[src/common/router_defines.svh]
// Response router sizing
// Receiver count, queue depth and packet field widths

`ifndef router_defines_svh
`define router_defines_svh

// Receivers behind the router, the last one takes forwarded traffic
`define router_num_receivers 4

// Queue entries, power of two
`define router_fifo_depth 16

// Payload word
`define router_data_width 32

// Bundle destination mask
`define router_bundle_width 4

`endif

[src/common/packet_pkg.sv]
// Packet types for the response router
// Field types, the stored packet and the forward receiver mask

`include "router_defines.svh"

package packet_pkg;

  typedef logic [`router_data_width-1:0] data_t;

  // One bit per receiver, also used for readies and valids
  typedef logic [`router_num_receivers-1:0] lane_mask_t;

  typedef logic [`router_bundle_width-1:0] bundle_mask_t;

  // Stored queue entry, 40 bits with the default widths
  typedef struct packed {
    data_t        data;
    lane_mask_t   lane_mask;
    bundle_mask_t bundle_mask;
  } packet_t;

  // Forwarded packets go to the last receiver only
  localparam lane_mask_t last_receiver_mask =
    lane_mask_t'(1) << (`router_num_receivers - 1);

endpackage : packet_pkg

[src/common/route_pkg.sv]
// Routing opcodes for the response router
// Kind of the packet popped from the queue head

package route_pkg;

  // ---------------------------------------------------------------------------
  // Route kind
  // ---------------------------------------------------------------------------
  // route_none    nothing popped this cycle
  // route_local   bundle matches, deliver on the lane mask
  // route_forward foreign bundle, deliver on the last receiver
  typedef enum logic [1:0] {
    route_none    = 2'b00,
    route_local   = 2'b01,
    route_forward = 2'b10
  } route_kind_e;

endpackage : route_pkg

[src/response_router/response_fifo.sv]
// Packet queue for the response router
// Synchronous first-word-fall-through circular buffer, the head entry
// is presented without a read request

`timescale 1ns/10ps

`include "router_defines.svh"

module response_fifo #(
  parameter int depth = `router_fifo_depth
) (
  input  logic                ap_clk,
  input  logic                areset_control,
  input  logic                wr_en,
  input  packet_pkg::packet_t wr_packet,
  input  logic                rd_en,
  output packet_pkg::packet_t head_packet,
  output logic                head_valid,
  output logic                full,
  output logic                empty
);

  import packet_pkg::*;

  localparam int ptr_width = $clog2(depth);

  typedef logic [ptr_width-1:0] ptr_t;
  typedef logic [ptr_width:0]   count_t;

  localparam count_t full_count = count_t'(depth);

  packet_t mem [depth];
  ptr_t    wr_ptr;
  ptr_t    rd_ptr;
  count_t  count;
  logic    do_write;
  logic    do_read;

  // Guard against overflow and underflow
  assign do_write = wr_en & ~full;
  assign do_read  = rd_en & ~empty;

  // ---------------------------------------------------------------------------
  // Pointers and occupancy
  // ---------------------------------------------------------------------------
  always_ff @(posedge ap_clk) begin
    if (areset_control) begin
      wr_ptr <= '0;
      rd_ptr <= '0;
      count  <= '0;
    end else begin
      if (do_write) begin
        wr_ptr <= wr_ptr + ptr_t'(1);
      end
      if (do_read) begin
        rd_ptr <= rd_ptr + ptr_t'(1);
      end
      // Simultaneous write and pop leaves the count alone
      case ({do_write, do_read})
        2'b10:   count <= count + count_t'(1);
        2'b01:   count <= count - count_t'(1);
        default: count <= count;
      endcase
    end
  end

  // Storage array
  always_ff @(posedge ap_clk) begin
    if (do_write) begin
      mem[wr_ptr] <= wr_packet;
    end
  end

  // ---------------------------------------------------------------------------
  // Head and flags
  // ---------------------------------------------------------------------------
  assign head_packet = mem[rd_ptr];
  assign empty       = (count == '0);
  assign full        = (count == full_count);
  assign head_valid  = ~empty;

endmodule : response_fifo

[src/response_router/route_decode.sv]
// Head-of-queue route decoder
// Registers receiver readies, classifies the head packet as local or
// forwarded and pops it once every addressed receiver is ready

`timescale 1ns/10ps

module route_decode #(
  parameter int own_bundle = 0
) (
  input  logic                    ap_clk,
  input  logic                    areset_control,
  input  packet_pkg::lane_mask_t  receiver_ready,
  input  packet_pkg::packet_t     head_packet,
  input  logic                    head_valid,
  output logic                    rd_en,
  output route_pkg::route_kind_e  pop_kind,
  output packet_pkg::packet_t     pop_packet
);

  import packet_pkg::*;
  import route_pkg::*;

  // One-hot of this router's bundle
  localparam bundle_mask_t own_mask = bundle_mask_t'(1) << own_bundle;

  lane_mask_t  ready_reg;
  logic        is_local;
  lane_mask_t  req_mask;
  route_kind_e head_kind;

  // Readiness is judged on last cycle's readies
  always_ff @(posedge ap_clk) begin
    if (areset_control) begin
      ready_reg <= '0;
    end else begin
      ready_reg <= receiver_ready;
    end
  end

  // ---------------------------------------------------------------------------
  // Classification and pop decision
  // ---------------------------------------------------------------------------
  assign is_local  = (head_packet.bundle_mask == own_mask);
  assign head_kind = is_local ? route_local : route_forward;

  // Forwarded traffic ignores the lane mask
  assign req_mask = is_local ? head_packet.lane_mask : last_receiver_mask;

  // Pop only when all required receivers were ready
  assign rd_en = head_valid & ((ready_reg & req_mask) == req_mask);

  // ---------------------------------------------------------------------------
  // Pop result register
  // ---------------------------------------------------------------------------
  always_ff @(posedge ap_clk) begin
    if (areset_control) begin
      pop_kind <= route_none;
    end else if (rd_en) begin
      pop_kind <= head_kind;
    end else begin
      pop_kind <= route_none;
    end
  end

  always_ff @(posedge ap_clk) begin
    if (rd_en) begin
      pop_packet <= head_packet;
    end
  end

endmodule : route_decode

[src/response_router/receiver_demux.sv]
// Receiver output stage
// Turns a popped packet into per-receiver valids and registers the
// broadcast payload

`timescale 1ns/10ps

module receiver_demux (
  input  logic                     ap_clk,
  input  logic                     areset_control,
  input  route_pkg::route_kind_e   pop_kind,
  input  packet_pkg::packet_t      pop_packet,
  output packet_pkg::lane_mask_t   out_valid,
  output packet_pkg::data_t        out_data,
  output packet_pkg::lane_mask_t   out_lane_dest,
  output packet_pkg::bundle_mask_t out_bundle_dest
);

  import packet_pkg::*;
  import route_pkg::*;

  lane_mask_t valid_next;

  // Valid mask per route kind
  always_comb begin
    case (pop_kind)
      route_local:   valid_next = pop_packet.lane_mask;
      route_forward: valid_next = last_receiver_mask;
      default:       valid_next = '0;
    endcase
  end

  // ---------------------------------------------------------------------------
  // Output registers
  // ---------------------------------------------------------------------------
  always_ff @(posedge ap_clk) begin
    if (areset_control) begin
      out_valid <= '0;
    end else begin
      out_valid <= valid_next;
    end
  end

  // Payload is shared by all receivers
  always_ff @(posedge ap_clk) begin
    out_data        <= pop_packet.data;
    out_lane_dest   <= pop_packet.lane_mask;
    out_bundle_dest <= pop_packet.bundle_mask;
  end

endmodule : receiver_demux

[src/response_router/response_router.sv]
// Response router top level
// Registers incoming packets, drops packets with no destination,
// queues the rest and delivers them to the addressed receivers

`timescale 1ns/10ps

`include "router_defines.svh"

module response_router #(
  parameter int own_bundle = 0
) (
  input  logic                    ap_clk,
  input  logic                    areset_control,
  input  logic                    in_valid,
  input  packet_pkg::data_t        in_data,
  input  packet_pkg::lane_mask_t   in_lane_dest,
  input  packet_pkg::bundle_mask_t in_bundle_dest,
  input  packet_pkg::lane_mask_t   receiver_ready,
  output packet_pkg::lane_mask_t   out_valid,
  output packet_pkg::data_t        out_data,
  output packet_pkg::lane_mask_t   out_lane_dest,
  output packet_pkg::bundle_mask_t out_bundle_dest,
  output logic                    fifo_full,
  output logic                    fifo_empty
);

  import packet_pkg::*;
  import route_pkg::*;

  logic        in_valid_reg;
  packet_t     in_packet_reg;
  logic        has_dest;
  logic        wr_en;
  packet_t     head_packet;
  logic        head_valid;
  logic        rd_en;
  route_kind_e pop_kind;
  packet_t     pop_packet;

  // ---------------------------------------------------------------------------
  // Input register
  // ---------------------------------------------------------------------------
  always_ff @(posedge ap_clk) begin
    if (areset_control) begin
      in_valid_reg <= 1'b0;
    end else begin
      in_valid_reg <= in_valid;
    end
  end

  always_ff @(posedge ap_clk) begin
    in_packet_reg.data        <= in_data;
    in_packet_reg.lane_mask   <= in_lane_dest;
    in_packet_reg.bundle_mask <= in_bundle_dest;
  end

  // Both masks zero means no destination at all
  assign has_dest = (|in_packet_reg.lane_mask) | (|in_packet_reg.bundle_mask);

  // Writes into a full queue are lost
  assign wr_en = in_valid_reg & has_dest & ~fifo_full;

  // ---------------------------------------------------------------------------
  // Queue, decoder and output stage
  // ---------------------------------------------------------------------------
  response_fifo #(
    .depth(`router_fifo_depth)
  ) u_fifo (
    .ap_clk        (ap_clk),
    .areset_control(areset_control),
    .wr_en         (wr_en),
    .wr_packet     (in_packet_reg),
    .rd_en         (rd_en),
    .head_packet   (head_packet),
    .head_valid    (head_valid),
    .full          (fifo_full),
    .empty         (fifo_empty)
  );

  route_decode #(
    .own_bundle(own_bundle)
  ) u_decode (
    .ap_clk        (ap_clk),
    .areset_control(areset_control),
    .receiver_ready(receiver_ready),
    .head_packet   (head_packet),
    .head_valid    (head_valid),
    .rd_en         (rd_en),
    .pop_kind      (pop_kind),
    .pop_packet    (pop_packet)
  );

  receiver_demux u_demux (
    .ap_clk         (ap_clk),
    .areset_control (areset_control),
    .pop_kind       (pop_kind),
    .pop_packet     (pop_packet),
    .out_valid      (out_valid),
    .out_data       (out_data),
    .out_lane_dest  (out_lane_dest),
    .out_bundle_dest(out_bundle_dest)
  );

endmodule : response_router

[config.mk]
export PLATFORM = sky130hd
export DESIGN_NAME = response_router
export DESIGN_NICKNAME = d
export VERILOG_FILES = /design/src/common/packet_pkg.sv /design/src/common/route_pkg.sv /design/src/response_router/response_fifo.sv /design/src/response_router/route_decode.sv /design/src/response_router/receiver_demux.sv /design/src/response_router/response_router.sv
export VERILOG_INCLUDE_DIRS = /design/src /design/src/common
export SDC_FILE = /design/constraint.sdc
export NUM_CORES = 1
export LEC_CHECK = 0
export BUFFER_PORTS_ARGS = -buffer_cell sky130_fd_sc_hd__buf_2
export CORE_MARGIN = 8
export CORE_UTILIZATION = 50
export DETAILED_ROUTE_END_ITERATION = 8
export PLACE_DENSITY = 0.7
export REMOVE_ABC_BUFFERS = 1
export SYNTH_ARGS = -nofsm -noshare
export SYNTH_HDL_FRONTEND = slang
export SYNTH_HIERARCHICAL = 1
export SYNTH_SLANG_ARGS = --single-unit
[constraint.sdc]
create_clock -name ap_clk -period 12.83 [get_ports ap_clk]
set_clock_uncertainty 0.2 [all_clocks]
set_input_delay 3.849 -clock ap_clk [delete_from_list [all_inputs] [get_ports ap_clk]]
set_output_delay 3.849 -clock ap_clk [all_outputs]
set_load 0.05 [all_outputs]
Yosys cells after proc, flatten, opt, wreduce, memory -nomap -nowiden
Memory sizes are Yosys's and may differ from the RTL's. A register that Yosys moved wholly into a read port is not among the register bits.
Cells that the tools add are included.
- register bits after elaboration: 144
- word-level logic and storage cells: 51
- memories kept: 1
- bits of input ports: 47
- bits in writable memories: 640
- memories (memory ; depth ; bits a word ; read ports ; clocked after memory_dff ; write ports ; line ; text):
    u_fifo.mem ; 16 ; 40 ; 1 ; 1 ; 1 ; response_fifo.sv:32 ; packet_t mem [depth];
- multiplexer cells: 8
- add/sub/neg operators: 4
- reduce and logical (&&, ||, !) cells: 5
- bitwise gates (word level): 10
- eq/ne operators: 7
- operators by type and width (operator ; number):
    $mux 4 ; 3
    $pmux 5 s2 ; 1
    $add 4x1->4 const B ; 2
    $pmux 4 s2 ; 1
    $reduce_or 4->1 ; 2
    $add 5x1->5 const B ; 1
    $and 1x1->1 ; 5
    $eq 5x5->1 const B ; 1
    $logic_not 5->1 ; 1
    $sub 5x1->5 const B ; 1
    $and 4x4->4 ; 1
    $eq 2x1->1 const B ; 2
    $eq 2x2->1 const B ; 2
    $eq 4x1->1 const B ; 1
    $eq 4x4->1 ; 1
    $not 1->1 ; 3
    $mux 1 ; 2
    $mux 2 ; 1
    $reduce_bool 2->1 ; 1
    $reduce_or 2->1 ; 1
    $or 1x1->1 ; 1

Depth between registers and ports, before layout
- word-level depth: 8
- depth in mapped cells: 19

By module
Netlist, hierarchy kept.
- by module, submodules not included (module ; cells an instance ; area each (um^2) ; instances):
    response_fifo ; 1104 ; 24892.6 ; 1
    route_decode ; 61 ; 1427.6 ; 1
    receiver_demux ; 54 ; 955.9 ; 1
    response_router ; 46 ; 863.3 ; 1

Least setup slack after synthesis
OpenSTA, ideal clock, no wires.
- path kind: register -> output
- from: register u_fifo.count[1]
- to: output fifo_empty
- cell stages (with the launch flop): 5
- setup slack: 7038 ps
- arrival: 1743 ps
- cells stage by stage: dfxtp_1 -> buf_6 -> or4_4 -> buf_6 -> nor2_1
- cells in the longest elaborated chain, start to end: 1
- ends and longest elaborated chain (element ; line ; text):
    from (decl) ; response_fifo.sv:35 ; count_t count;
    from (signal assigned) ; response_fifo.sv:60 ; 2'b10: count <= count + count_t'(1);
    from (signal assigned) ; response_fifo.sv:61 ; 2'b01: count <= count - count_t'(1);
    from (signal assigned) ; response_fifo.sv:62 ; default: count <= count;
    $logic_not 5->1 ; response_fifo.sv:78 ; assign empty = (count == '0);
    to (decl) ; response_router.sv:24 ; output logic fifo_empty
No other way between the ends.

==> summary.txt <==
Setup path
  • CP Launch Type: register
  • WS Path Type: register to register
  • Reg2Reg Setup Slack: 6.09 ns
  • Worst Path Required: 13.11 ns
  • CP Max Fanout: 115
  • Crit end category: register
  • CP arrival: 7.02 ns

Routing
  • Avg WL per Cell: 25.7 um
  • DRT Wirelength: 57.1 mm
  • Metal1 wirelength: 23.9 mm
  • Vias: 12,915
  • DR iter-0 viols: 1,115
  • Antenna viol nets, final: 0
  • Routed met2 length: 27.6 mm
  • DR top layer: met4
  • WL met3: 4.40 mm
  • First-pass iteration count of the detailed router: 5
  • Avg Vias per Cell: 5.81
  • DRC viols: 0

Place
  • Port-buffer cells: 92
  • Dpl hpwl: 26.7 mm
  • Gpl congestion: 0.699
  • Dpl cell area: 0.0296 mm^2
  • Placed Cells: 2,078

Clock network
  • # resized after CTS: 0
  • Cts bufs inserted: 77
  • Clock latency on the worst-skew pair: 0.61 ns
  • CTS tree: built
  • CTS root buffer: clkbuf_16
  • Reg clk slew, reported paths: 0.06 ns
  • CTS H-tree depth: 3
  • # Post-CTS Setup Buffers: 0
  • CTS Sinks: 788
  • Hold_buf cts: 0
  • Max clock buf depth: 3

Synthesis
  • Predominant post-synthesis flop cell: edfxtp_1
  • Post-synth EDFFs: 680
  • Flops & latches, synth: 788
  • Synth async-reset ratio: 0%
  • Warnings from Yosys: 6
  • Sequential share of the synthesized area: 80.2%
  • Syn Area/Cell: 22.2 um^2
  • Yosys cell types: 49
  • Cells after synthesis: 1,265
  • Post-Syn Area: 0.0281 mm^2

Power and ir drop
  • Worst vdd ir: 0.0976 mV
  • Static leakage: 10.3 nW
  • Power per Cell Area: 159 mW/mm^2
  • Overall power: 0.00511 W

STA
  • RSZ-0062 raised after global routing: no
  • Setup TNS: 0 ns
  • Final hold vios: 0
  • Tmin final: 6.74 ns
  • Final setup vio count: 0
  • Min Hold Slack: 0.138 ns
  • Rel. slew slack: 31.9%
  • Final period util: 52.5%
  • Max-slew violations: 0
  • Worst-Margin Slew: 1.02 ns
  • Max Fclk: 148 MHz

Finish
  • Area Growth Syn to Fin: 14.0%
  • N_diodes: 0
  • Filler Cells Inserted: 3,970
  • Max FFs per register: 640
  • Register area: 0.0226 mm^2
  • Post-route cell area: 0.0321 mm^2
  • Final nets: 1,458
  • Area of the multi-input gates: 0.00537 mm^2
  • Fin cells: 2,222
  • Layout cells sized above 1: 29.2%

Run status
  • Status: completed

GRT
  • GRT Total Usage: 18.0%
  • Pin count of the biggest net entering global routing: 116
  • Global-route wire length before repair: 85.5 mm
  • Initial antenna violation count: 0
  • Number of global-route vias before repair: 13,521
  • Congestion Overflow GR: 0

Min path
  • HP Class: register to register

Floorplanning
  • FP Rows: 87
  • IO Pins: 93
  • Initial Util: 50.2%
  • Die Footprint: 0.0641 mm^2
  • Die Y: 253 um
  • Core ar.: 0.0561 mm^2
  • Die X-Extent: 253 um

Run
  • Max_cap viols: 0
-- logic make-up (layout without fill, tap and decap cells) --
family,Yosys count,count (layout),share of synthesized area (%)
adder cells (fa/ha/maj),10,10,0.445
multiplexers,164,164,13.0
buffers and inverters,75,276,1.19
AO/OA/AOI/OAI,100,100,2.80
flip-flops,788,788,80.2
AND/OR/NAND/NOR,120,120,2.12
XOR/XNOR,8,8,0.249
-- worst max-delay path: stages, from the launching register on --
cell and delay, ns:
dfxtp_4 0.35, buf_12 0.63, buf_4 0.87, mux4_2 0.60, a22oi_1 0.20, nand2_1 0.14, or4b_4 0.54, nor2_1 0.14
o221a_4 0.84, o21ai_4 0.14, inv_1 0.10, ha_1 0.32, xor2_1 0.18, ha_1 0.22, inv_1 0.08, a21o_1 0.16
a221oi_1 0.30, mux2_2 0.37
-- final timing paths --
kind / start / to / cells past startpoint
setup reg to reg: register / u_fifo/count[4]$_SDFFE_PP0P_ / 17
hold reg to reg: u_decode/pop_packet[28]$_DFFE_PP_ / u_demux/out_data[20]$_DFF_P_ / 0
setup / recovery: register / u_fifo/count[4]$_SDFFE_PP0P_ / 17
hold / removal: u_decode/pop_packet[28]$_DFFE_PP_ / u_demux/out_data[20]$_DFF_P_ / 0
-- area by class of cell --
class	instances	share of cell area (%)
flip-flops and latches	788	70.4
multi-input cells	402	16.7
clock buffers	114	6.93
well taps	756	2.95
repair buffers	119	2.11
clock inverters	30	0.694
inverters	13	0.152
-- routing by layer --
metal | vias up | GRT usage [%]
li1 | 5493 | -
met1 | 6790 | 25.2
met2 | 531 | 28.8
met3 | 101 | 3.11
met4 | 0 | 5.72
met5 | - | 0
-- through the flow --
step / setup WS [ns] / utilization (%)
finish: 6.09 / 57.2
global route: 5.66 / 57.2
CTS: 6.01 / 57.2
detailed placement: 6.06 / 52.8
global placement: 6.13 / 52.8
floorplan: 1.42 / -
-- power by group --
group          internal, W  switching (W)  leakage, nW  total [W]
registers          0.00281      0.0000340         7.03    0.00285
logic            0.0000401      0.0000669         2.06   0.000107
clock network      0.00125       0.000909         1.20    0.00216
total              0.00410        0.00101         10.3    0.00511
-- cell usage after synthesis (all sizes together) (2+ instances only) --
cell	number	area [um^2]
a21oi	4	20.0
a22oi	80	601
and2	4	25.0
and3	3	20.0
buf	32	173
clkbuf	30	113
dfxtp	108	2160
edfxtp	680	20400
ha	10	125
inv	13	48.8
mux2i	3	30.0
mux4	160	3600
nand2	46	173
nand2b	5	31.3
nor2	35	131
nor2b	9	63.8
nor3	7	35.0
nor4	2	25.0
o211ai	4	53.8
o21a	3	30.0
o21ai	2	21.3
or4	2	18.8
xor2	7	61.3
-- placed cells by master, fill, tap and decap left out, types with 13 or more instances in the layout --
master	Yosys	routed
edfxtp_1	680	680
mux4_2	160	160
dfxtp_1	108	106
buf_2	18	92
clkbuf_16	0	82
a22oi_1	80	80
nand2_1	46	46
clkbuf_1	30	26
buf_4	2	26
nor2_1	35	22
clkinv_2	0	15
inv_1	13	13
nor2_4	0	13
No activity file was read; power rests on OpenSTA's default activity.
